**config.mk**
```make
export PLATFORM = sky130hd
export DESIGN_NAME = id_immgen
export DESIGN_NICKNAME = d
export VERILOG_FILES = /design/src/common/id_pkg.sv /design/src/id_stage/id_immgen.sv
export VERILOG_INCLUDE_DIRS = /design/src /design/src/common
export SDC_FILE = /design/constraint.sdc
export NUM_CORES = 1
export LEC_CHECK = 0
export ABC_AREA = 1
export BUFFER_PORTS_ARGS = -buffer_cell sky130_fd_sc_hd__clkbuf_2
export CAP_MARGIN = 10
export CORE_UTILIZATION = 34
export DETAILED_ROUTE_END_ITERATION = 8
export GPL_ROUTABILITY_DRIVEN = 0
export PLACE_DENSITY = 0.95
export SLEW_MARGIN = 20
export SYNTH_ARGS = -nofsm -noshare
export SYNTH_HDL_FRONTEND = slang
export SYNTH_SLANG_ARGS = --single-unit
```
**constraint.sdc**
```tcl
create_clock -name vclk -period 3.1
set_input_delay 0.62 -clock vclk [all_inputs]
set_output_delay 0.62 -clock vclk [all_outputs]
set_load 0.02 [all_outputs]
```
**src/common/id_macros.svh**
```systemverilog
`ifndef ID_MACROS_SVH
`define ID_MACROS_SVH

`define XLEN            64
`define INST_W          32
`define REG_NUM         32
`define REG_IDX_W       5

`define OPCODE_LOC      6:0
`define RD_LOC          11:7
`define FUNCT3_LOC      14:12
`define RS1_LOC         19:15
`define RS2_LOC         24:20
`define FUNCT7_LOC      31:25

`define OPC_OP          7'b0110011
`define OPC_OP_IMM      7'b0010011
`define OPC_LUI         7'b0110111
`define OPC_AUIPC       7'b0010111
`define OPC_JAL         7'b1101111
`define OPC_JALR        7'b1100111
`define OPC_BRANCH      7'b1100011
`define OPC_LOAD        7'b0000011
`define OPC_STORE       7'b0100011

`endif

```
**src/common/id_pkg.sv**
```systemverilog
`default_nettype none

`include "id_macros.svh"

package id_pkg;

    typedef logic [`XLEN-1:0]      data_t;
    typedef logic [`INST_W-1:0]    inst_t;
    typedef logic [`REG_IDX_W-1:0] reg_idx_t;

    typedef enum logic [3:0] {
        ALU_ADD,
        ALU_SUB,
        ALU_SLL,
        ALU_SLT,
        ALU_SLTU,
        ALU_XOR,
        ALU_SRL,
        ALU_SRA,
        ALU_OR,
        ALU_AND
    } alu_op_e;

    typedef enum logic [2:0] {
        IMM_NONE,
        IMM_I,
        IMM_S,
        IMM_B,
        IMM_U,
        IMM_J
    } imm_type_e;

    typedef enum logic [2:0] {
        CMP_EQ,
        CMP_NE,
        CMP_LT,
        CMP_GE,
        CMP_LTU,
        CMP_GEU
    } comp_type_e;

    // Encoding matches funct3[1:0] of loads and stores.
    typedef enum logic [1:0] {
        LSU_BYTE,
        LSU_HALF,
        LSU_WORD,
        LSU_DOUBLE
    } lsu_size_e;

    typedef struct packed {
        alu_op_e    alu_op;
        logic       alu_src_pc;      // Operand a is the pc.
        logic       alu_src_imm;     // Operand b is the immediate.
    } ex_ctrl_t;

    typedef struct packed {
        logic       mem_read;
        logic       mem_write;
        lsu_size_e  size;
        logic       load_unsigned;
    } mem_ctrl_t;

    typedef struct packed {
        logic       rd_en;
        reg_idx_t   rd_index;
        data_t      rd_data;
    } wb_port_t;

    typedef struct packed {
        logic       rs1_en;
        logic       rs2_en;
        logic       rd_en;
        imm_type_e  imm_type;
        comp_type_e comp_type;
        logic       inst_jump;
        logic       inst_branch;
        logic       jump_base_rs1;   // JALR adds to rs1.
        logic       inst_lui;
        ex_ctrl_t   ex;
        mem_ctrl_t  mem;
    } dec_ctrl_t;

endpackage

`default_nettype wire

```
**src/id_stage/id_immgen.sv**
```systemverilog
`timescale 1ns/1ps
`default_nettype none

`include "id_macros.svh"

module id_immgen (
    input  wire  id_pkg::inst_t      inst_i,
    input  wire  id_pkg::imm_type_e  imm_type_i,
    output id_pkg::data_t            imm_o
);

    import id_pkg::*;

    logic sign;

    assign sign = inst_i[31];

    always_comb begin
        case (imm_type_i)
            IMM_I:   imm_o = {{(`XLEN-12){sign}}, inst_i[31:20]};
            IMM_S:   imm_o = {{(`XLEN-12){sign}}, inst_i[31:25], inst_i[11:7]};
            IMM_B:   imm_o = {{(`XLEN-13){sign}}, inst_i[31], inst_i[7],
                              inst_i[30:25], inst_i[11:8], 1'b0};
            IMM_U:   imm_o = {{(`XLEN-32){sign}}, inst_i[31:12], 12'b0};
            IMM_J:   imm_o = {{(`XLEN-21){sign}}, inst_i[31], inst_i[19:12],
                              inst_i[20], inst_i[30:21], 1'b0};
            default: imm_o = '0;
        endcase
    end

endmodule

`default_nettype wire

```
Word level (Yosys, flattened, before mapping)
Cells that the tools add are included.
- output and inout bits: 64
- input port bits: 35
- bits in registers: 0
- muxes and demuxes: 1
- equal/unequal tests: 5
- operators with widths (kind ; number):
    $pmux 64 s5 ; 1
    $eq 3x2->1 const B ; 2
    $eq 3x3->1 const B ; 2
    $eq 3x1->1 const B ; 1

Logic depth before layout (Yosys ltp)
- word-level depth: 2
- depth in mapped cells: 7

Worst setup path before layout
No wires, ideal clock.
- kind: in2out
- from: input port imm_type_i[1]
- to: output port imm_o[32]
- buffers on the path: 3
- setup slack: 0.549 ns
- stages: 5
- data required time: 2.480 ns
- data arrival time: 1.931 ns
- cell sequence: buf_6 -> o211ai_2 -> buf_4 -> nand2_1 -> buf_4
- cells in the longest elaborated chain, start to end: 2
- elaborated cells between the ends (all ways): 6
- RTL lines (item ; RTL line ; text):
    start: declaration ; id_immgen.sv:8 ; input wire id_pkg::imm_type_e imm_type_i,
    $eq 3x3->1, or another cell as far along ; id_immgen.sv:19 ; case (imm_type_i)
    $pmux 64 s5 * ; id_immgen.sv:19 ;
    end: declaration ; id_immgen.sv:9 ; output id_pkg::data_t imm_o
Every way passes the cells marked *; elsewhere a longest branch is shown, timed or not.

Final worst setup path
- from: input port imm_type_i[2]
- to: output port imm_o[22]
The elaborated chain is that of the path after synthesis.

==> impl_results.md <==
* Gate power share at 100.0%
* Clock buffers at 0
* Clock share of power at 0%
* Post-synthesis average cell area at ~5.6 µm²
* Least-Margin Pin Slew at between 0.6 and 0.7 ns
* Routing usage on met2 at 29.3%
* Status: finished clean
* Row count at 15
* Initial Utilization at a little under two fifths
* Most used routing layer: met2
* Vias per cell at approximately 4.6
* Synth warnings at 0
* Internal at 0.0683 mW
* Synth Instances at 124
* Gr usage total at 15.4%
* First-pass GRT wire length at ~2700 µm
* Antenna viol nets, final at 0
* Via count at approximately 920
* Largest net degree at the start of global routing at 34
* Crit path time final at 2.56 ns
* Total Power at between 0.2 and 0.25 mW
* Final setup TNS at 0 ns
* Initial antenna violation count at 0
* Final period util at between 80% and 90%
* Seq. cell area at 0 µm²
* Routed len/inst at ~9.4 µm
* Ports at between 90 and 100
* Netlist cell types at 12
* M1 GR Usage at 20.2%
* Seq/Total Area, Yosys at 0%
* Mapped Area at ~700 µm²
* Met3 global-route usage at less than 1%
* Syn_nets at 159
* Critical Path End Type: output pin
* Core area at approximately 1800 µm²
* Die W at roughly 47 µm
* DRT iter0 DRCs at 27
* # DRC at 0
* Multi-input gate area at 347 µm²
* WP data required at between 2 and 2.5 ns
* Critical path type: input port to output pin
* F_max at roughly 390 MHz
* Rel. slew slack at 58.7%
* Syn-to-layout area delta at 27.5%
* Post_cts resized at 0
* Max Transition Viols Final at 0
* WHS Path Cells at 4
* Switching part of the total at 68.8%
* Detailed Route WL at between 1500 and 2000 µm
* Hold buffer count at CTS at 0
* Ant diodes at 0
* Leakage power at 0.650 nW
* Die Span Y at approximately 47 µm
* Vias in the first global route at between 600 and 700
* Max IR drop VDD at 0.107 mV
* Worst Setup Start Kind: input port
* Gr ovfl total at 0
* TritonRoute pass-1 iters at 4
* Die area at between 2000 and 2500 µm²
* Share of layout cells above drive strength 1 at approximately 55%
* Final setup viols at 0
* HPWL after DPL at 1530 µm
* Flip-flop and latch count at 0
* RSZ-0062 raised after global routing: false
* Final hold violation count at 0
* Filler cell count at between 150 and 200
* Final net count at 213
* Number of port buffers at 92
* Switching pwr at roughly 0.15 mW
* Seq pwr share at 0%
* CP max FO at 24
* Post-CTS Setup Repair Bufs at 0
* Crit path DAT at between 1.5 and 2 ns
* Max-cap viol count at 0
* Worst hold-check path type: input port to output pin
* PwrDens at about 250 nW/µm²
[kinds of logic after synthesis]
family / after synthesis / share of synthesized area [%]
AOI/OAI and AO/OA: 3 / 3.24
and+or+nand+nor: 70 / 46.6
buffers and inverters: 51 / 50.2
[per-stage QoR]
| stage | hold WS [ns] | utilization, % | std cells | worst slack (ns) | cell area [µm²] |
|---|---|---|---|---|---|
| after CTS | 1.55 | 48.7 | 201 | 0.541 | 887 |
| after detailed placement | 1.55 | 48.7 | 201 | 0.542 | 887 |
| after floorplan | 1.36 | - | 124 | 0.549 | 696 |
| after global routing | 1.57 | 48.7 | 201 | 0.390 | 887 |
| after global placement | 1.55 | 48.7 | 201 | 0.624 | 887 |
| final | 1.55 | 48.7 | 201 | 0.538 | 887 |
[power groups by stage]
stage	Sequential, mW	Clock (mW)	Combinational, mW
6_report	0	0	0.219
5_1_grt	0	0	0.241
4_1_cts	0	0	0.221
3_5_place_dp	0	0	0.220
3_3_place_gp	0	0	0.217
2_1_floorplan	0	0	0.185
[cell usage in the layout, fill, tap and decap left out, drive strengths merged]
| master | instances |
|---|---|
| nand4 | 3 |
| o21ai | 2 |
| buf | 2 |
| inv | 9 |
| nand3 | 43 |
| o211ai | 1 |
| clkbuf | 92 |
| nand2 | 16 |
| nor2 | 8 |
[routing by layer]
metal  share of wire, %  vias up
li1                   -      480
met1                 41      370
met2                 48       71
met3                 11        0
met4                  0        0
met5                  0        -
[critical path: stages]
cell and delay [ns]:
clkbuf_2 0.36, nand4_1 0.50, nand3_1 0.26, clkbuf_2 0.20
[cell type report]
type,instances,share of cell area [%]
Timing Repair Buffer,94,53.6
Multi-Input combinational cell,73,39.1
Inverter,9,3.81
Tap cell,25,3.53
[synthesized netlist by cell type]
cell / number / share of area (%)
nand3_1: 43 / 31
nor2_1: 8 / 4.3
inv_1: 7 / 3.8
o211ai_2: 1 / 1.8
o21ai_0: 1 / 0.72
nand2_1: 16 / 8.6
buf_4: 37 / 40
nand4_1: 3 / 2.7
buf_2: 3 / 2.2
buf_6: 2 / 3.2
inv_2: 2 / 1.1
o21ai_1: 1 / 0.72
[worst paths after layout]
path                      start        end  slack (ns)
setup / recovery  imm_type_i[2]  imm_o[22]        0.54
hold / removal       inst_i[29]   imm_o[9]        1.55
No activity file was read; power rests on OpenSTA's default activity.
