### config.mk
export PLATFORM = sky130hd
export DESIGN_NAME = id_forward
export DESIGN_NICKNAME = d
export VERILOG_FILES = /design/src/common/id_pkg.sv /design/src/id_stage/id_forward.sv
export VERILOG_INCLUDE_DIRS = /design/src /design/src/common
export SDC_FILE = /design/constraint.sdc
export NUM_CORES = 1
export LEC_CHECK = 0
export ABC_AREA = 0
export BUFFER_PORTS_ARGS = -buffer_cell sky130_fd_sc_hd__buf_2
export CAP_MARGIN = 20
export CORE_AREA = 2 2 134 136
export DETAILED_ROUTE_END_ITERATION = 10
export DIE_AREA = 0 0 136 138
export PLACE_DENSITY = 0.42
export SETUP_SLACK_MARGIN = 0.5
export SYNTH_ARGS = -nofsm -noshare
export SYNTH_HDL_FRONTEND = slang
export SYNTH_SLANG_ARGS = --single-unit
### constraint.sdc
create_clock -name vclk -period 1.85
set_input_delay 0.0925 -clock vclk [all_inputs]
set_output_delay 0.0925 -clock vclk [all_outputs]
set_load 0.01 [all_outputs]
### src/common/id_macros.svh
`ifndef ID_MACROS_SVH
`define ID_MACROS_SVH

`define XLEN            64
`define INST_W          32
`define REG_NUM         32
`define REG_IDX_W       5

`define OPCODE_LOC      6:0
`define RD_LOC          11:7
`define FUNCT3_LOC      14:12
`define RS1_LOC         19:15
`define RS2_LOC         24:20
`define FUNCT7_LOC      31:25

`define OPC_OP          7'b0110011
`define OPC_OP_IMM      7'b0010011
`define OPC_LUI         7'b0110111
`define OPC_AUIPC       7'b0010111
`define OPC_JAL         7'b1101111
`define OPC_JALR        7'b1100111
`define OPC_BRANCH      7'b1100011
`define OPC_LOAD        7'b0000011
`define OPC_STORE       7'b0100011

`endif

### src/common/id_pkg.sv
`default_nettype none

`include "id_macros.svh"

package id_pkg;

    typedef logic [`XLEN-1:0]      data_t;
    typedef logic [`INST_W-1:0]    inst_t;
    typedef logic [`REG_IDX_W-1:0] reg_idx_t;

    typedef enum logic [3:0] {
        ALU_ADD,
        ALU_SUB,
        ALU_SLL,
        ALU_SLT,
        ALU_SLTU,
        ALU_XOR,
        ALU_SRL,
        ALU_SRA,
        ALU_OR,
        ALU_AND
    } alu_op_e;

    typedef enum logic [2:0] {
        IMM_NONE,
        IMM_I,
        IMM_S,
        IMM_B,
        IMM_U,
        IMM_J
    } imm_type_e;

    typedef enum logic [2:0] {
        CMP_EQ,
        CMP_NE,
        CMP_LT,
        CMP_GE,
        CMP_LTU,
        CMP_GEU
    } comp_type_e;

    // Encoding matches funct3[1:0] of loads and stores.
    typedef enum logic [1:0] {
        LSU_BYTE,
        LSU_HALF,
        LSU_WORD,
        LSU_DOUBLE
    } lsu_size_e;

    typedef struct packed {
        alu_op_e    alu_op;
        logic       alu_src_pc;      // Operand a is the pc.
        logic       alu_src_imm;     // Operand b is the immediate.
    } ex_ctrl_t;

    typedef struct packed {
        logic       mem_read;
        logic       mem_write;
        lsu_size_e  size;
        logic       load_unsigned;
    } mem_ctrl_t;

    typedef struct packed {
        logic       rd_en;
        reg_idx_t   rd_index;
        data_t      rd_data;
    } wb_port_t;

    typedef struct packed {
        logic       rs1_en;
        logic       rs2_en;
        logic       rd_en;
        imm_type_e  imm_type;
        comp_type_e comp_type;
        logic       inst_jump;
        logic       inst_branch;
        logic       jump_base_rs1;   // JALR adds to rs1.
        logic       inst_lui;
        ex_ctrl_t   ex;
        mem_ctrl_t  mem;
    } dec_ctrl_t;

endpackage

`default_nettype wire

### src/id_stage/id_forward.sv
`timescale 1ns/1ps
`default_nettype none

module id_forward (
    input  wire                     rs_en_i,
    input  wire  id_pkg::reg_idx_t  rs_index_i,
    input  wire  id_pkg::data_t     reg_data_i,
    input  wire  id_pkg::wb_port_t  id2ex_i,
    input  wire  id_pkg::wb_port_t  ex2mem_i,
    input  wire  id_pkg::wb_port_t  mem2wb_i,
    output id_pkg::data_t           rs_data_o
);

    logic fwd_ok;
    logic id2ex_hit;
    logic ex2mem_hit;
    logic mem2wb_hit;

    // x0 and unused operands never forward.
    assign fwd_ok     = rs_en_i && (rs_index_i != '0);

    assign id2ex_hit  = fwd_ok && id2ex_i.rd_en  && (id2ex_i.rd_index  == rs_index_i);
    assign ex2mem_hit = fwd_ok && ex2mem_i.rd_en && (ex2mem_i.rd_index == rs_index_i);
    assign mem2wb_hit = fwd_ok && mem2wb_i.rd_en && (mem2wb_i.rd_index == rs_index_i);

    // Newest producer wins.
    always_comb begin
        if (id2ex_hit) begin
            rs_data_o = id2ex_i.rd_data;
        end else if (ex2mem_hit) begin
            rs_data_o = ex2mem_i.rd_data;
        end else if (mem2wb_hit) begin
            rs_data_o = mem2wb_i.rd_data;            // Same-cycle write bypass.
        end else begin
            rs_data_o = reg_data_i;
        end
    end

endmodule

`default_nettype wire

* Word level (Yosys, flattened, before mapping) *
Cells that the tools add are included.

word-level totals
  register bits = 0
  bits in latches = 0
  memory bits (writable) = 0
  memory bits (read-only) = 0
  bits of input ports = 280
  output and inout bits = 64
  word-level logic and storage cells = 14
  memories = 0

operators by class
  add/sub/neg operators = 0
  multiply operators = 0
  divide/modulo/power cells = 0
  $lt $le $gt $ge = 0
  equality and inequality tests = 3
  shifts and indexed selects = 0
  mux-type cells = 3
  bitwise operators = 0
  reduce and logical (&&, ||, !) cells = 8

operators with widths
  cell                 number
  two-way mux 64 bit   3
  equality test 5 bit  3
  logical AND 1 bit    7
  nonzero test 5 bit   1

* Depth between registers and ports, before layout *
  depth in word-level cells = 7
  mapped depth = 7
  depth with buffers taken out = 5

* Least setup slack after synthesis *
No wires, ideal clock.

  path type = in2out
  start = in rs_index_i[0]
  end = out rs_data_o[5]
  arrival time = 1.632 ns
  required time = 1.757 ns
  slack = 0.126 ns
  stages = 7
  path buffers = 2
  cell sequence = or4_4 -> o21ai_2 -> or3_2 -> buf_6 -> clkbuf_1 -> o21ai_0 -> o21ai_0

between the ends
  word-level cells in the longest chain between the ends = 7
  elaborated cells on any way between the ends = 14
  classes of those cells = eq/ne (3); mux (3); reduce/logical (8)

RTL lines
  what                             line              RTL
  start, declared                  id_forward.sv:6   input wire id_pkg::reg_idx_t rs_index_i,
  nonzero test 5 bit               id_forward.sv:20  assign fwd_ok = rs_en_i && (rs_index_i != '0);
  logical AND 1 bit                id_forward.sv:20
  logical AND 1 bit (2 in series)  id_forward.sv:24  assign mem2wb_hit = fwd_ok && mem2wb_i.rd_en && (mem2wb_i.rd_index == rs_index_i);
  two-way mux 64 bit               id_forward.sv:32  end else if (mem2wb_hit) begin
  two-way mux 64 bit               id_forward.sv:30  end else if (ex2mem_hit) begin
  two-way mux 64 bit (*)           id_forward.sv:28  if (id2ex_hit) begin
  end, declared                    id_forward.sv:11  output id_pkg::data_t rs_data_o

Every way passes the cells marked *; elsewhere a longest branch is shown, timed or not.

* Final worst setup path *
  start = in rs_index_i[1]
  end = out rs_data_o[47]

Same word-level chain as after synthesis.

==> out/results.tsv <==
metric	value	unit
final worst path period share	109	%
Die Height	138	um
max_slew headroom	79.7	%
Post-Syn Instances	394	
number of global-route vias before repair	4323	
CP startpoint kind	input pin	
DRC violations left	0	
fillers	1918	
register area	0	um2
initial core utilization	15.3	%
most common cell in the netlist	o21ai_0	
DR pass1 iterations	4	
Placed Cells	962	
chip width	136	um
Setup violations, final	64	
Pleak	2.69	nW
first-pass GRT wire length	24200	um
unrepaired setup endpoints after global routing	true	
part of the Yosys area used for sequential elements	0	%
fin util	32.8	%
fmax	495	MHz
yosys warns	0	
fraction of layout cells with a size suffix above 1	66.7	%
critical path peak fanout	8	
DR iter-0 viols	213	
drt total wl	17300	um
post-route insts no fill	989	
Top Ports	344	
CP endpoint kind	output port	
largest net degree at the start of global routing	39	
Antenna Nets Post-Route	0	
kind of critical path	in -> out	
syn_nets	674	
Seq cells	0	
slack of the critical path	-0.170	ns
critical path data arrival time	1.93	ns
final instance area	0.00574	mm2
pre-CTS WS	-0.211	ns
mean post-synth cell area	6.83	um2
area leader, netlist	a221oi_2	
share of the synthesized area in the top cell type	25.7	%
area grow syn2layout	113	%
number of nets in the layout	1042	
final-layout clock buffer total	0	
Final Hold Viols	0	
HPWL after DPL	12100	um
max cap viols	0	
Antenna Cells	0	
unique cell type count in the Yosys netlist	26	
PortBufs	344	
dpl cell area	0.00496	mm2
initial antenna violation count	0	
Tightest Pin Transition	0.305	ns
Final GP Congestion	0.795	
grt ovf	0	
Final Critical Period	2.02	ns
Final Slew Violations	0	
worst vdd ir	0.0998	mV
DR WL/cell	17.5	um
critical path required time	1.76	ns
cell area power density	170	mW/mm2
Vias/cell	4.58	
Core Rows	49	
vias	4532	
Sum Neg Setup Slack	-6.49	ns
failing checks	setup timing	
Core ar.	0.0175	mm2
Syn Std Cell Area	0.00269	mm2
Synth area leaders	a221oi_2 (26%), o21ai_0 (12%), o21ai_1 (11%), and2_1 (11%), nand2_1 (9.2%)	
gr usage total	16.2	%
Synth top cells by count	o21ai_0 (67), nand2_1 (66), o21ai_1 (61)	
run status	finished, violations left	
area of the multi-input gates	0.00271	mm2
die area	0.0188	mm2
class of the worst hold path	in -> out	
==> worst max-delay path, cell delays in order <==
cell and delay [ns]:
buf_6 0.09, or4_4 0.56, o21ai_4 0.16, and4b_4 0.28
buf_12 0.16, buf_6 0.13, a221oi_2 0.19, o21ai_1 0.10
buf_2 0.15
==> area by class of cell <==
| type | instances | area share, % |
|---|---|---|
| multi-input cells | 348 | 47.2 |
| well taps | 229 | 4.99 |
| repair buffers | 412 | 47.8 |
==> final timing paths <==
| kind | endpoint | start | cells after the start |
|---|---|---|---|
| max | rs_data_o[47] | rs_index_i[1] | 9 |
| min | rs_data_o[6] | id2ex_i[6] | 4 |
==> repair_timing <==
action                                  in CTS  in global routing
cloned                                       6                  4
resized for setup                           39                 62
hold buffers                                 0                  0
endpoints found under the setup margin      64                 64
pin swaps                                   14                 43
buffers inserted                            11                  6
==> power by group <==
part / leakage [nW] / total [W] / switching (W) / internal [W]
Clock: 0 / 0 / 0 / 0
Combinational: 2.69 / 0.000975 / 0.000443 / 0.000532
Sequential: 0 / 0 / 0 / 0
==> per-layer routing <==
| layer | vias to the layer above | GRT usage, % | wire, um |
|---|---|---|---|
| met3 | 18 | 1.80 | 1150 |
| met2 | 224 | 30.7 | 8830 |
| met5 | - | 0 | 0 |
| li1 | 2222 | - | - |
| met4 | 0 | 2.52 | 256 |
| met1 | 2068 | 19.6 | 7040 |
==> cells by family (layout without fill, tap and decap cells) <==
| logic type | after synthesis | count (layout) | share of synthesized area [%] |
|---|---|---|---|
| buf+inv | 46 | 412 | 9.86 |
| xor+xnor | 15 | 15 | 4.88 |
| simple gates | 139 | 139 | 27.2 |
| compound gates | 194 | 194 | 58.1 |
==> per-stage QoR <==
step	hold WS, ns	power (W)
after detailed placement	0.471	0.000883
after CTS	0.473	0.000923
after floorplan	0.295	0.000383
after global placement	0.472	0.000884
after global routing	0.485	0.00105
final	0.469	0.000975
==> cell usage in the layout (no fill, tap or decap), types with 2 or more instances in the layout <==
cell type    n
buf_2      341
o21ai_1     76
nand2_1     66
and2_1      46
a221oi_2    35
o21ai_0     33
buf_6       26
o21ai_2     19
buf_4       18
a211oi_2    16
and3_1      16
buf_12      13
a221oi_4    11
xnor2_1      8
buf_16       8
xor2_1       6
clkbuf_16    4
and3_4       2
buf_8        2
(Power assumes the default switching activity.)
