===== config.mk =====
export PLATFORM = sky130hd
export DESIGN_NAME = id_branchjudge
export DESIGN_NICKNAME = d
export VERILOG_FILES = /design/src/common/id_pkg.sv /design/src/id_stage/id_branchjudge.sv
export VERILOG_INCLUDE_DIRS = /design/src /design/src/common
export SDC_FILE = /design/constraint.sdc
export NUM_CORES = 1
export LEC_CHECK = 0
export BUFFER_PORTS_ARGS = -buffer_cell sky130_fd_sc_hd__buf_2
export CORE_ASPECT_RATIO = 0.6
export CORE_MARGIN = 2
export CORE_UTILIZATION = 45
export DETAILED_ROUTE_END_ITERATION = 6
export MAX_ROUTING_LAYER = met4
export PLACE_DENSITY = 0.9
export SLEW_MARGIN = 25
export SYNTH_ARGS = -nofsm -noshare
export SYNTH_HDL_FRONTEND = slang
export SYNTH_SLANG_ARGS = --single-unit

===== constraint.sdc =====
create_clock -name vclk -period 6.21
set_input_delay 1.5525 -clock vclk [all_inputs]
set_output_delay 1.5525 -clock vclk [all_outputs]
set_load 0.005 [all_outputs]

===== src/common/id_macros.svh =====
`ifndef ID_MACROS_SVH
`define ID_MACROS_SVH

`define XLEN            64
`define INST_W          32
`define REG_NUM         32
`define REG_IDX_W       5

`define OPCODE_LOC      6:0
`define RD_LOC          11:7
`define FUNCT3_LOC      14:12
`define RS1_LOC         19:15
`define RS2_LOC         24:20
`define FUNCT7_LOC      31:25

`define OPC_OP          7'b0110011
`define OPC_OP_IMM      7'b0010011
`define OPC_LUI         7'b0110111
`define OPC_AUIPC       7'b0010111
`define OPC_JAL         7'b1101111
`define OPC_JALR        7'b1100111
`define OPC_BRANCH      7'b1100011
`define OPC_LOAD        7'b0000011
`define OPC_STORE       7'b0100011

`endif


===== src/common/id_pkg.sv =====
`default_nettype none

`include "id_macros.svh"

package id_pkg;

    typedef logic [`XLEN-1:0]      data_t;
    typedef logic [`INST_W-1:0]    inst_t;
    typedef logic [`REG_IDX_W-1:0] reg_idx_t;

    typedef enum logic [3:0] {
        ALU_ADD,
        ALU_SUB,
        ALU_SLL,
        ALU_SLT,
        ALU_SLTU,
        ALU_XOR,
        ALU_SRL,
        ALU_SRA,
        ALU_OR,
        ALU_AND
    } alu_op_e;

    typedef enum logic [2:0] {
        IMM_NONE,
        IMM_I,
        IMM_S,
        IMM_B,
        IMM_U,
        IMM_J
    } imm_type_e;

    typedef enum logic [2:0] {
        CMP_EQ,
        CMP_NE,
        CMP_LT,
        CMP_GE,
        CMP_LTU,
        CMP_GEU
    } comp_type_e;

    // Encoding matches funct3[1:0] of loads and stores.
    typedef enum logic [1:0] {
        LSU_BYTE,
        LSU_HALF,
        LSU_WORD,
        LSU_DOUBLE
    } lsu_size_e;

    typedef struct packed {
        alu_op_e    alu_op;
        logic       alu_src_pc;      // Operand a is the pc.
        logic       alu_src_imm;     // Operand b is the immediate.
    } ex_ctrl_t;

    typedef struct packed {
        logic       mem_read;
        logic       mem_write;
        lsu_size_e  size;
        logic       load_unsigned;
    } mem_ctrl_t;

    typedef struct packed {
        logic       rd_en;
        reg_idx_t   rd_index;
        data_t      rd_data;
    } wb_port_t;

    typedef struct packed {
        logic       rs1_en;
        logic       rs2_en;
        logic       rd_en;
        imm_type_e  imm_type;
        comp_type_e comp_type;
        logic       inst_jump;
        logic       inst_branch;
        logic       jump_base_rs1;   // JALR adds to rs1.
        logic       inst_lui;
        ex_ctrl_t   ex;
        mem_ctrl_t  mem;
    } dec_ctrl_t;

endpackage

`default_nettype wire


===== src/id_stage/id_branchjudge.sv =====
`timescale 1ns/1ps
`default_nettype none

module id_branchjudge (
    input  wire  id_pkg::comp_type_e  comp_type_i,
    input  wire  id_pkg::data_t       rs1_data_i,
    input  wire  id_pkg::data_t       rs2_data_i,
    output logic                      taken_o
);

    import id_pkg::*;

    logic eq;
    logic lt_s;
    logic lt_u;

    assign eq   = (rs1_data_i == rs2_data_i);
    assign lt_s = ($signed(rs1_data_i) < $signed(rs2_data_i));
    assign lt_u = (rs1_data_i < rs2_data_i);

    always_comb begin
        case (comp_type_i)
            CMP_EQ:  taken_o = eq;
            CMP_NE:  taken_o = !eq;
            CMP_LT:  taken_o = lt_s;
            CMP_GE:  taken_o = !lt_s;
            CMP_LTU: taken_o = lt_u;
            CMP_GEU: taken_o = !lt_u;
            default: taken_o = 1'b0;
        endcase
    end

endmodule

`default_nettype wire


== Word level (Yosys, flattened, before mapping) ==
Index checks and enable logic that the tools add are counted.

* $add $sub $neg: 0
* Multipliers: 0
* Divide/modulo/power cells: 0
* Order comparisons: 2
* Equal/unequal tests: 6
* Shifts and indexed selects: 0
* Mux-type cells: 1
* Bitwise logic cells: 0
* Reductions and logical operators: 4

{| class="wikitable"
|+ Operator list
! cell !! number
|-
| < comparator 64 bit || 2
|-
| equality test 64 bit || 1
|-
| equality test 3 x 2 -> 1 bit, second input constant || 2
|-
| equality test 3 bit, second input constant || 2
|-
| case mux 1 bit (6 select lines) || 1
|-
| equality test 3 x 1 -> 1 bit, second input constant || 1
|-
| zero test 1 bit || 3
|-
| zero test 3 bit || 1
|}

* Register bits: 0
* Latch bits: 0
* Memory bits (writable): 0
* ROM bits: 0
* Bits of input ports: 131
* Output and inout bits: 1
* Logic and storage cells: 13
* Memories kept: 0

== Longest topological paths before layout ==
* Depth after elaboration: 3
* Gate-level depth with buffers: 10
* Gate-level depth less buffers: 10

== Least setup slack after synthesis ==
Ideal clock, no wire load.

* Path kind: input to output
* Start: input port rs2_data_i[37]
* End: output port taken_o
* Data arrival time: 3580 ps
* Data required time: 4657 ps
* Path slack: 1078 ps
* Cell stages on the path: 10
* Buffers on the path: 0
* Cells stage by stage: inv_1 ha_1 a21oi_2 o21ai_1 a221oi_2 o211ai_1 a2111o_1 or3_1 and2_0 a211o_1

* Longest elaborated chain between the ends: 3
* Elaborated cells between the ends (all ways): 7
* Those cells by class: order compare: 2; eq/ne: 1; mux: 1; reduce/logical: 3

{| class="wikitable"
|+ RTL lines
! what !! line !! RTL
|-
| from (decl) || id_branchjudge.sv:7 || <nowiki>input wire id_pkg::data_t rs2_data_i,</nowiki>
|-
| < comparator 64 bit, or another cell as far along || id_branchjudge.sv:19 || <nowiki>assign lt_u = (rs1_data_i < rs2_data_i);</nowiki>
|-
| zero test 1 bit (on tied branches) || id_branchjudge.sv:28, id_branchjudge.sv:24, id_branchjudge.sv:26 ||
|-
| case mux 1 bit (6 select lines) (*) || id_branchjudge.sv:22 || <nowiki>case (comp_type_i)</nowiki>
|-
| to (decl) || id_branchjudge.sv:8 || <nowiki>output logic taken_o</nowiki>
|}

Mark *: on every way between the ends. The rest lies on a longest branch, timed or not.

== Worst setup path after layout ==
* Start: input port rs1_data_i[37]
* End: output port taken_o

* Longest elaborated chain between the ends: 3
* Elaborated cells between the ends (all ways): 7
* Those cells by class: order compare: 2; eq/ne: 1; mux: 1; reduce/logical: 3

{| class="wikitable"
|+ RTL lines
! what !! line !! RTL
|-
| from (decl) || id_branchjudge.sv:6 || <nowiki>input wire id_pkg::data_t rs1_data_i,</nowiki>
|-
| < comparator 64 bit, or another cell as far along || id_branchjudge.sv:19 ||
|-
| zero test 1 bit (on tied branches) || id_branchjudge.sv:28, id_branchjudge.sv:24, id_branchjudge.sv:26 ||
|-
| case mux 1 bit (6 select lines) (*) || id_branchjudge.sv:22 ||
|}

Marks and branches as above.

==> impl_metrics.py <==
metrics = {
    "timing": {
        "final-setup-viol-count": 0,
        "slew-limit-headroom_pct": 64.6,
        "worst_slack_ns": 0.671,
        "clock.fmax_ghz": 0.181,
        "hold_viol": 0,
        "finalCriticalPeriod_ns": 5.54,
        "tns_ns": 0,
        "holdWs_ns": 3.58,
        "tightest_slew_ns": 0.526,
        "min_period_over_period_pct": 89.2,
        "slew_viol_final": 0,
        "rsz0062_at_grt": "false",
    },
    "synthesis": {
        "syn_avg_cell_area_um2": 7.03,
        "syn_nets": 435,
        "synth_area_mm2": 0.00169,
        "postSynthCellCount": 240,
        "ys_seq_area_share_pct": 0,
        "synthDistinctLibCells": 30,
        "yosysWarningCount": 0,
    },
    "route": {
        "drc_errors": 0,
        "finalWirelength_um": 4410,
        "wl_per_cell_um": 10.5,
        "wl_met2_um": 2100,
        "drt-initial-drc-count": 46,
        "ant_nets": 0,
        "drt_first_pass_iters": 4,
        "dr_total_vias": 2048,
        "route.met3.wl_um": 283,
        "wl_met1_um": 2030,
        "top_layer": "met3",
        "vias_per_cell": 4.89,
    },
    "placed_design": {
        "dpl.hpwl_um": 4220,
        "placed_cells": 419,
        "place_area_mm2": 0.00241,
        "dp_slack_ns": 0.680,
        "gp_congestion": 0.780,
        "io_buffers": 132,
    },
    "global_route": {
        "grt_first_pass_wirelength_um": 7480,
        "grtUsageTotal_pct": 20.7,
        "antenna_found_initial": 0,
        "grt_max_degree": 5,
        "overflow": 0,
        "grt_pass1_vias": 1934,
    },
    "layout": {
        "final_util_pct": 66.2,
        "layout_commonest_cell": "buf_2",
        "num-fill-cells": 337,
        "nFlopsAndLatches": 0,
        "antenna_cells": 0,
        "multi_input_area_mm2": 0.00144,
        "syn_to_final_growth_pct": 42.7,
        "final_cell_mix": "buf_2, inv_1, ha_1",
        "nNetsFinal": 569,
        "stdcell_count": 419,
        "seq_area_um2": 0,
        "layout-drive-gt1-share_pct": 36.6,
        "fin_area_mm2": 0.00241,
        "nClkBuffers": 0,
    },
    "worst_hold_path": {
        "hp-class": "in2out",
        "hp-start": "comp_type_i[1]",
    },
    "pwr": {
        "power_mw": 0.138,
        "peakVddDrop_mv": 0.0318,
        "leakagePower_nw": 1.57,
        "powerDensity_mw_per_mm2": 57.3,
    },
    "setup_path": {
        "cp-end-kind": "primary output",
        "cp-startpoint": "rs1_data_i[37]",
        "crit_path_top_delay_cell": "a2111o_1",
        "critPathMaxStageDelay_ns": 0.44,
        "path_cells": "buf_2, ha_1, a21oi_2, o21ai_1, a221oi_2, o211ai_1, a2111o_1, or3_1, and2_0, a211o_1, buf_2",
        "cp_common_cell": "buf_2",
        "worstPathArrival_ns": 3.99,
        "critical_path_required_ns": 4.66,
        "cp-start-kind": "primary input",
        "worst-path-max-fanout": 2,
        "cp_top_family": "compound AO/OA/AOI/OAI gates",
        "crit_type": "in2out",
        "worst-path-buf-inv": 2,
    },
    "job": {
        "maxCapViolations": 0,
    },
    "floorplan": {
        "die_y_um": 51.4,
        "die_x_um": 83.0,
        "initial_utilization_pct": 46.4,
        "coreArea_mm2": 0.00364,
        "ios": 132,
        "rows": 17,
        "dieArea_mm2": 0.00427,
    },
    "cts": {
        "cts_hold_buf": 0,
        "cts_resized": 0,
        "post-cts-setup-buffer-count": 0,
    },
    "outcome": {
        "status": "complete, no violations",
    },
}
cells in the mapped netlist, drive strengths merged:
| cell type | instances | area (µm²) |
|---|---|---|
| a2111o | 1 | 11.3 |
| a211o | 1 | 8.76 |
| a21o | 3 | 22.5 |
| a21oi | 29 | 156 |
| a221oi | 3 | 32.5 |
| a31oi | 1 | 6.26 |
| and2 | 1 | 6.26 |
| and4 | 6 | 52.6 |
| ha | 64 | 801 |
| inv | 65 | 244 |
| nand2 | 18 | 67.6 |
| nand2b | 1 | 6.26 |
| nand3 | 9 | 45.0 |
| nand4 | 9 | 56.3 |
| nor2 | 3 | 11.3 |
| nor2b | 2 | 12.5 |
| nor3 | 5 | 25.0 |
| nor3b | 1 | 7.51 |
| nor4 | 2 | 12.5 |
| o211ai | 2 | 15.0 |
| o21a | 1 | 7.51 |
| o21ai | 8 | 40.0 |
| o21bai | 1 | 7.51 |
| o2bb2ai | 1 | 8.76 |
| o31ai | 1 | 7.51 |
| or3 | 1 | 6.26 |
| xnor2 | 1 | 8.76 |
area by class of cell:
type | count | share of cell area [%]
Inverter | 65 | 10.1
Multi-Input combinational cell | 175 | 60.0
Tap cell | 47 | 2.44
Timing Repair Buffer | 132 | 27.5
worst min-delay path: cells and delay by family:
kind / cells / cell delay, ns
AO/OA/AOI/OAI: 1 / 0.22
buffers and inverters: 2 / 0.21
AND/OR/NAND/NOR: 1 / 0.05
report_power, final:
part           switching [mW]  total [mW]  internal [mW]
sequential                  0           0              0
combinational          0.0643       0.138         0.0736
clock                       0           0              0
layer usage:
layer / vias up / track usage, %
li1: 1105 / -
met1: 860 / 26.2
met2: 83 / 39.1
met3: 0 / 0.969
met4: 0 / 0.546
met5: - / -
cells by family after synthesis:
group | share of synthesized area (%)
xor gates and xnor gates | 0.519
and+or+nand+nor | 18.3
AOI/OAI and AO/OA | 19.2
adders and majority gates | 47.5
buffers and inverters | 14.5
worst paths after layout:
kind      end  slack [ns]  cells past startpoint
max   taken_o        0.67                     11
min   taken_o        3.58                      4
Note: power is estimated with default switching activity, not from simulation.
