$ cat config.mk
export PLATFORM = sky130hd
export DESIGN_NAME = id_control
export DESIGN_NICKNAME = d
export VERILOG_FILES = /design/src/common/id_pkg.sv /design/src/id_stage/id_control.sv
export VERILOG_INCLUDE_DIRS = /design/src /design/src/common
export SDC_FILE = /design/constraint.sdc
export NUM_CORES = 1
export LEC_CHECK = 0
export ABC_CLOCK_PERIOD_IN_PS = 2400
export BUFFER_PORTS_ARGS = -buffer_cell sky130_fd_sc_hd__buf_2
export CORE_MARGIN = 2
export CORE_UTILIZATION = 36
export DETAILED_ROUTE_END_ITERATION = 16
export PLACE_DENSITY = 0.85
export SYNTH_ARGS = -nofsm -noshare
export SYNTH_HDL_FRONTEND = slang
export SYNTH_SLANG_ARGS = --single-unit
export TNS_END_PERCENT = 5
$ cat constraint.sdc
create_clock -name vclk -period 2.4
set_clock_uncertainty 0.15 [all_clocks]
set_input_delay 0.48 -clock vclk [all_inputs]
set_output_delay 0.48 -clock vclk [all_outputs]
set_load 0.02 [all_outputs]
$ cat src/common/id_macros.svh
`ifndef ID_MACROS_SVH
`define ID_MACROS_SVH

`define XLEN            64
`define INST_W          32
`define REG_NUM         32
`define REG_IDX_W       5

`define OPCODE_LOC      6:0
`define RD_LOC          11:7
`define FUNCT3_LOC      14:12
`define RS1_LOC         19:15
`define RS2_LOC         24:20
`define FUNCT7_LOC      31:25

`define OPC_OP          7'b0110011
`define OPC_OP_IMM      7'b0010011
`define OPC_LUI         7'b0110111
`define OPC_AUIPC       7'b0010111
`define OPC_JAL         7'b1101111
`define OPC_JALR        7'b1100111
`define OPC_BRANCH      7'b1100011
`define OPC_LOAD        7'b0000011
`define OPC_STORE       7'b0100011

`endif

$ cat src/common/id_pkg.sv
`default_nettype none

`include "id_macros.svh"

package id_pkg;

    typedef logic [`XLEN-1:0]      data_t;
    typedef logic [`INST_W-1:0]    inst_t;
    typedef logic [`REG_IDX_W-1:0] reg_idx_t;

    typedef enum logic [3:0] {
        ALU_ADD,
        ALU_SUB,
        ALU_SLL,
        ALU_SLT,
        ALU_SLTU,
        ALU_XOR,
        ALU_SRL,
        ALU_SRA,
        ALU_OR,
        ALU_AND
    } alu_op_e;

    typedef enum logic [2:0] {
        IMM_NONE,
        IMM_I,
        IMM_S,
        IMM_B,
        IMM_U,
        IMM_J
    } imm_type_e;

    typedef enum logic [2:0] {
        CMP_EQ,
        CMP_NE,
        CMP_LT,
        CMP_GE,
        CMP_LTU,
        CMP_GEU
    } comp_type_e;

    // Encoding matches funct3[1:0] of loads and stores.
    typedef enum logic [1:0] {
        LSU_BYTE,
        LSU_HALF,
        LSU_WORD,
        LSU_DOUBLE
    } lsu_size_e;

    typedef struct packed {
        alu_op_e    alu_op;
        logic       alu_src_pc;      // Operand a is the pc.
        logic       alu_src_imm;     // Operand b is the immediate.
    } ex_ctrl_t;

    typedef struct packed {
        logic       mem_read;
        logic       mem_write;
        lsu_size_e  size;
        logic       load_unsigned;
    } mem_ctrl_t;

    typedef struct packed {
        logic       rd_en;
        reg_idx_t   rd_index;
        data_t      rd_data;
    } wb_port_t;

    typedef struct packed {
        logic       rs1_en;
        logic       rs2_en;
        logic       rd_en;
        imm_type_e  imm_type;
        comp_type_e comp_type;
        logic       inst_jump;
        logic       inst_branch;
        logic       jump_base_rs1;   // JALR adds to rs1.
        logic       inst_lui;
        ex_ctrl_t   ex;
        mem_ctrl_t  mem;
    } dec_ctrl_t;

endpackage

`default_nettype wire

$ cat src/id_stage/id_control.sv
`timescale 1ns/1ps
`default_nettype none

`include "id_macros.svh"

module id_control (
    input  wire  id_pkg::inst_t     inst_i,
    output id_pkg::dec_ctrl_t       ctrl_o
);

    import id_pkg::*;

    logic [6:0] opcode;
    logic [2:0] funct3;
    logic [6:0] funct7;
    logic       is_reg_op;
    alu_op_e    arith_op;
    logic       arith_valid;
    comp_type_e br_comp;
    logic       br_valid;

    assign opcode    = inst_i[`OPCODE_LOC];
    assign funct3    = inst_i[`FUNCT3_LOC];
    assign funct7    = inst_i[`FUNCT7_LOC];
    assign is_reg_op = (opcode == `OPC_OP);

    // Shared by OP and OP_IMM.
    always_comb begin
        case (funct3)
            3'b000:  arith_op = (is_reg_op && funct7[5]) ? ALU_SUB : ALU_ADD;
            3'b001:  arith_op = ALU_SLL;
            3'b010:  arith_op = ALU_SLT;
            3'b011:  arith_op = ALU_SLTU;
            3'b100:  arith_op = ALU_XOR;
            3'b101:  arith_op = funct7[5] ? ALU_SRA : ALU_SRL;
            3'b110:  arith_op = ALU_OR;
            default: arith_op = ALU_AND;
        endcase

        arith_valid = 1'b1;
        if (is_reg_op) begin
            arith_valid = (funct7 == 7'b0000000) ||
                          ((funct7 == 7'b0100000) && (funct3 == 3'b000 || funct3 == 3'b101));
        end else if (funct3 == 3'b001) begin
            arith_valid = (funct7[6:1] == 6'b000000);            // Six-bit shamt.
        end else if (funct3 == 3'b101) begin
            arith_valid = (funct7[6:1] == 6'b000000) || (funct7[6:1] == 6'b010000);
        end
    end

    always_comb begin
        br_valid = 1'b1;
        case (funct3)
            3'b000:  br_comp = CMP_EQ;
            3'b001:  br_comp = CMP_NE;
            3'b100:  br_comp = CMP_LT;
            3'b101:  br_comp = CMP_GE;
            3'b110:  br_comp = CMP_LTU;
            3'b111:  br_comp = CMP_GEU;
            default: begin
                br_comp  = CMP_EQ;
                br_valid = 1'b0;
            end
        endcase
    end

    always_comb begin
        ctrl_o = '0;                                         // Undecoded is a bubble.
        case (opcode)
            `OPC_OP: if (arith_valid) begin
                ctrl_o.rs1_en    = 1'b1;
                ctrl_o.rs2_en    = 1'b1;
                ctrl_o.rd_en     = 1'b1;
                ctrl_o.ex.alu_op = arith_op;
            end
            `OPC_OP_IMM: if (arith_valid) begin
                ctrl_o.rs1_en         = 1'b1;
                ctrl_o.rd_en          = 1'b1;
                ctrl_o.imm_type       = IMM_I;
                ctrl_o.ex.alu_op      = arith_op;
                ctrl_o.ex.alu_src_imm = 1'b1;
            end
            `OPC_LUI: begin
                ctrl_o.rd_en    = 1'b1;
                ctrl_o.imm_type = IMM_U;
                ctrl_o.inst_lui = 1'b1;
            end
            `OPC_AUIPC: begin
                ctrl_o.rd_en          = 1'b1;
                ctrl_o.imm_type       = IMM_U;
                ctrl_o.ex.alu_src_pc  = 1'b1;
                ctrl_o.ex.alu_src_imm = 1'b1;
            end
            `OPC_JAL: begin
                ctrl_o.rd_en     = 1'b1;
                ctrl_o.imm_type  = IMM_J;
                ctrl_o.inst_jump = 1'b1;
            end
            `OPC_JALR: if (funct3 == 3'b000) begin
                ctrl_o.rs1_en        = 1'b1;
                ctrl_o.rd_en         = 1'b1;
                ctrl_o.imm_type      = IMM_I;
                ctrl_o.inst_jump     = 1'b1;
                ctrl_o.jump_base_rs1 = 1'b1;
            end
            `OPC_BRANCH: if (br_valid) begin
                ctrl_o.rs1_en      = 1'b1;
                ctrl_o.rs2_en      = 1'b1;
                ctrl_o.imm_type    = IMM_B;
                ctrl_o.comp_type   = br_comp;
                ctrl_o.inst_branch = 1'b1;
            end
            `OPC_LOAD: if (funct3 != 3'b111) begin
                ctrl_o.rs1_en            = 1'b1;
                ctrl_o.rd_en             = 1'b1;
                ctrl_o.imm_type          = IMM_I;
                ctrl_o.ex.alu_src_imm    = 1'b1;
                ctrl_o.mem.mem_read      = 1'b1;
                ctrl_o.mem.size          = lsu_size_e'(funct3[1:0]);
                ctrl_o.mem.load_unsigned = funct3[2];
            end
            `OPC_STORE: if (!funct3[2]) begin
                ctrl_o.rs1_en         = 1'b1;
                ctrl_o.rs2_en         = 1'b1;
                ctrl_o.imm_type       = IMM_S;
                ctrl_o.ex.alu_src_imm = 1'b1;
                ctrl_o.mem.mem_write  = 1'b1;
                ctrl_o.mem.size       = lsu_size_e'(funct3[1:0]);
            end
            default: ;
        endcase
    end

endmodule

`default_nettype wire

# Word-level counts from Yosys, hierarchy flattened
# Cells that the tools add are included.
# W data, S select, Z words.
# totals
in_bits	32
out_inout_bits	24
ff_bits	0
# op_classes
mux	41
eq_ne	19
reduce_logical	12
# ops
op	count
$eq A7 B6 Y1 const B	4
$pmux W4 S7	1
$eq A7 B7 Y1 const B	3
$pmux W3 S7	1
$mux W4	5
$mux W1	18
$pmux W3 S5	1
$eq A7 B5 Y1 const B	2
$eq A3 B3 Y1 const B	4
$mux W3	4
$mux W2	4
$eq A7 B2 Y1 const B	1
$logic_not A7 Y1	1
$eq A3 B2 Y1 const B	2
$eq A6 B5 Y1 const B	1
$logic_not A6 Y1	1
$pmux W1 S6	1
$reduce_or A6 Y1	1
$mux W5	1
$pmux W1 S5	1
$pmux W1 S4	1
$pmux W2 S2	1
$reduce_or A2 Y1	2
$eq A3 B1 Y1 const B	1
other kinds (7)	10

# Logic depth before layout (Yosys ltp)
# Gate-level depths: netlist of run 1.
# depth
word_depth	7
ltp_mapped	5
ltp_nobuf	4

# Least setup slack after synthesis of run 1
# No wires, ideal clock.
# synth_path
kind	input to output
from	input port inst_i[3]
to	output port ctrl_o[15] (netlist name)
setup_slack_ns	0.024
required_time_ns	1.770
path_buffers	1
cell_stages	5
arrival_ns	1.746
path_cell_list	buf_6 and4bb_4 nand3_1 a21oi_1 and2_1
# synth_lines
element	line	text
from (decl)	id_control.sv:7	input wire id_pkg::inst_t inst_i,
to (decl)	id_control.sv:8	output id_pkg::dec_ctrl_t ctrl_o

==> impl_metrics.csv, run 1 <==
group,metric,value,unit
placement,dp.cells,127,
status,status,"finished, final reports clean",
critical_path,start_kind,"input port",
hold_path,hold_class,"input port to output pin",
cells_and_area,final-seq-area,0,sq um
critical_path,crit_buf_inv,2,
timing,whs,1.22,ns
yosys,ys_types,36,
yosys,ys_top_cells_by_count,"nor2_1, a21oi_1, buf_2, nand2_1, nand2b_1",
route,highest_layer,"met3",
floorplanning,die_w,41.1,um
timing,setup_viol,0,
pwr,ir_worst_vdd,0.0632,mV
route,drt_iter0_markers,13,
grt,antenna_found_initial,0,
cells_and_area,post-route-util,0.548,
timing,fmax,423,MHz
route,avgViaCountPerCell,5.48,
critical_path,worst-endpoint-arrival,1.73,ns
yosys,synth_top_area_frac,0.0707,
grt,grt_max_degree,14,
timing,finalCritPeriodShare,0.984,
yosys,synthesis.area,495,sq um
yosys,yosysWarnings,0,
placement,gp_congestion,0.802,
route,wire_per_inst,11.6,um
critical_path,critical_path_class,"input port to output pin",
pwr,powerDensity,102,mW/mm^2
timing,period_minus_slack,2.36,ns
floorplanning,rows,13,
floorplanning,dieArea,0.00169,sq mm
yosys,synthTopCellsByArea,"a21oi_1, nor2_1, nand2b_1, and2_1, buf_2",
route,final_antenna_net_count,0,
pwr,p_leak,0.392,nW
route,routed_wl,1480,um
critical_path,critPathMaxFanout,7,
cells_and_area,drive_above_1_share,0.460,
floorplanning,core,0.00130,sq mm
route,dr.pass1.iters,4,
floorplanning,start_util,0.381,
grt,grt_overflow,0,
route,vias,701,
timing,rsz0062_at_grt,"yes",
grt,grt_pass1_wl,2140,um
yosys,syn_inst,76,
pwr,power.total,0.0000725,W
critical_path,cp_slowest_cell,"and4bb_4",
critical_path,worstPathCellList,"buf_2, and4bb_4, and3_4, nand4_4, a22oi_2, buf_4",
placement,dp_hpwl,1160,um
floorplanning,die_y,41.1,um
cells_and_area,synthToLayoutAreaGrowth,43.9,%
flow_run,drv_cap,0,
yosys,synth_most_common_cell,"nor2_1",
floorplanning,io_pins,56,
timing,hold_viol_final,0,
placement,io_buffer_count,41,
timing,worst_pin_slew,0.324,ns
route,wl_met3,110,um
critical_path,critPathMaxStageDelay,0.38,ns
cells_and_area,layout.nets,147,
timing,finalMaxSlewViolations,0,
cells_and_area,n_clock_buffer,0,
route,routed-wl-met2,693,um
cells_and_area,seq_cells,0,
cells_and_area,fin_cells,128,
route,drc,0,
yosys,seq_area_frac_synth,0,
critical_path,cpLargestDelayFamily,"simple AND/OR/NAND/NOR gates",
timing,relSlewSlack,0.782,
critical_path,cp-end-kind,"output pin",
yosys,syn-num-nets,108,
yosys,syn_avg_cell_area,6.52,sq um
grt,grt_usage,0.177,
cells_and_area,diodes,0,
critical_path,critPathRequiredTime,1.77,ns
route,wirelength_met1,675,um
yosys,yosys.area.top_type,"a21oi_1",
grt,grt_pass1_vias,532,
[cells by family after synthesis]
logic type | count (synthesis) | share of synthesized area
simple gates | 47 | 0.606
xor+xnor | 1 | 0.0177
buf+inv | 8 | 0.0884
compound gates | 20 | 0.288
[power by group]
part / total [W] / switching, W / internal, W
logic: 0.0000725 / 0.0000433 / 0.0000292
clock network: 0 / 0 / 0
registers: 0 / 0 / 0
[through the flow]
stage	TNS (ns)	worst slack, ns	instance area, sq um
after floorplan	0	0.0243	495
after global placement	0	0.0644	691
after detailed placement	0	0.0328	691
after CTS	0	0.0292	691
after global routing	-0.0446	-0.0355	713
final	0	0.0387	713
[cells in the final DEF, fill, tap and decap left out, types with 2 or more instances in the layout]
cell type and instances:
buf_2 39, nor2_1 9, a21oi_1 7, nand2_1 5, nor3_1 4, nand3_1 4
and2_1 4, nand2b_1 4, buf_4 4, inv_1 2, nor4_1 2, a31oi_1 2
and3_1 2, nand4_1 2
[final cells by class]
| type | count | area [sq um] |
|---|---|---|
| Tap cell | 15 | 18.8 |
| Timing Repair Buffer | 43 | 225 |
| Inverter | 2 | 7.51 |
| Multi-Input combinational cell | 68 | 462 |
| Fill cell | 145 | 588 |
[worst paths after layout]
| path | cells past startpoint | start | to | slack [ns] |
|---|---|---|---|---|
| worst max-delay path | 6 | inst_i[2] | ctrl_o[9] | 0.04 |
| worst min-delay path | 3 | inst_i[6] | ctrl_o[3] | 1.22 |
[routing by layer]
metal	track usage	up-vias
li1	-	357
met1	0.244	315
met2	0.320	29
met3	0.00543	0
met4	0	0
met5	0	-
[timing repair]
action | CTS | global route
hold endpoints to repair | 0 | 0
endpoints found under the setup margin | 0 | 2
buffers inserted | 0 | 1
hold buffers | 0 | 0
resized for setup | 0 | 4
Note: power is estimated with default switching activity, not from simulation.
==> run 2, diff against run 1 <==
ABC_CLOCK_PERIOD_IN_PS = 2700   (was 2400)
CAP_MARGIN = 20   (was not set)
SETUP_SLACK_MARGIN = 0.05   (was not set)
clock period = 2.7 ns   (was 2.4 ns; I/O delays follow)
==> impl_metrics.csv, run 2 (synthesis gave the netlist of run 1 again) <==
group,metric,value,unit
status,status,"finished, final reports clean",
route,avgViaCountPerCell,5.45,
route,drt_iter0_markers,7,
timing,finalMaxSlewViolations,0,
cells_and_area,n_clock_buffer,0,
grt,grt_pass1_wl,2150,um
floorplanning,dieArea,0.00169,sq mm
pwr,netSwitchingFraction,0.607,
floorplanning,die_y,41.1,um
placement,postPlaceCellArea,683,sq um
pwr,power_frac_seq,0,
grt,grt_usage,0.181,
floorplanning,core,0.00130,sq mm
critical_path,critPathRequiredTime,2.01,ns
clocking,cts_resized,0,
clocking,post_cts_buffers,0,
floorplanning,rows,13,
grt,grt_pass1_vias,521,
timing,setup_tns,0,ns
pwr,switchingPower,0.0000378,W
timing,setup_viol,0,
pwr,ir_worst_vdd,0.0571,mV
cells_and_area,drive_above_1_share,0.441,
cells_and_area,final_common_cell,"buf_2",
critical_path,cp-end-kind,"output pin",
pwr,p_clk_frac,0,
route,final_antenna_net_count,0,
grt,grt_overflow,0,
cells_and_area,diodes,0,
placement,io_buffer_count,41,
pwr,internal_power,0.0000244,W
grt,antenna_found_initial,0,
cells_and_area,fill_cells,139,
hold_path,hold_class,"input port to output pin",
timing,hold_viol_final,0,
cells_and_area,mostFrequentLayoutCells,"buf_2, nor2_1, a21oi_1",
critical_path,start_kind,"input port",
pwr,comb_power_share,1.000,
grt,grt_max_degree,14,
timing,worst_pin_slew,0.329,ns
timing,rsz0062_at_grt,"no",
timing,relSlewSlack,0.779,
placement,dp_hpwl,1210,um
timing,fmax,398,MHz
pwr,powerDensity,91.0,mW/mm^2
placement,gp_congestion,0.806,
pwr,p_leak,0.377,nW
cells_and_area,fin_area,683,sq um
flow_run,drv_cap,0,
route,dr.pass1.iters,4,
cells_and_area,seq_cells,0,
critical_path,worst-endpoint-arrival,1.82,ns
timing,period_minus_slack,2.51,ns
route,routed_wl,1480,um
cells_and_area,synthToLayoutAreaGrowth,37.9,%
clocking,hold_buffers,0,
timing,finalCritPeriodShare,0.931,
cells_and_area,final-seq-area,0,sq um
route,drc,0,
critical_path,critPathMaxFanout,8,
floorplanning,start_util,0.381,
route,wire_per_inst,11.8,um
route,vias,687,
floorplanning,die_w,41.1,um
critical_path,critical_path_class,"input port to output pin",
floorplanning,io_pins,56,
cells_and_area,layout.nets,145,
## run 2: cell count changes in the layout (fill, tap and decap cells not counted)
cell and change:
buf_4 -4, buf_2 +2, a211oi_2 +1, a211oi_4 -1, nand2b_1 +1, nand2b_2 -1
## run 2: metrics by stage
step	total power [W]	cells	worst slack, ns	hold WS [ns]	util
6_report	0.0000622	126	0.185	1.30	0.525
5_1_grt	0.0000683	126	0.122	1.32	0.525
4_1_cts	0.0000621	126	0.181	1.30	0.525
3_5_place_dp	0.0000618	126	0.186	1.30	0.525
3_3_place_gp	0.0000596	126	0.230	1.29	0.525
2_1_floorplan	0.0000421	76	0.204	1.12	-
## run 2: per-layer routing
metal  vias to the layer above  GRT usage  wire [um]
li1                        351          -          -
met2                        27      0.359        735
met1                       309      0.228        642
met5                         -          0          0
met4                         0          0          0
met3                         0          0        103
## run 2: worst paths after layout
path                       from  depth (start not counted)  slack (ns)        end
worst max-delay path  inst_i[3]                          6        0.19  ctrl_o[9]
worst min-delay path  inst_i[3]                          3        1.30  ctrl_o[6]
## run 2: power by group through the flow
stage,Combinational (W),Clock [W],Sequential [W]
after detailed placement,0.0000618,0,0
after global placement,0.0000596,0,0
final,0.0000622,0,0
after floorplan,0.0000421,0,0
after global routing,0.0000683,0,0
after CTS,0.0000621,0,0
## run 2: final cells by class
| class | count | area (sq um) | share of cell area |
|---|---|---|---|
| Multi-Input combinational cell | 68 | 452 | 0.661 |
| Inverter | 2 | 7.51 | 0.0110 |
| Timing Repair Buffer | 41 | 205 | 0.300 |
| Tap cell | 15 | 18.8 | 0.0275 |
## run 2: worst max-delay path, stage by stage
cell	delay, ns
buf_2	0.14
and4bb_4	0.37
and3_4	0.20
nand4_4	0.16
a22oi_2	0.23
buf_2	0.19
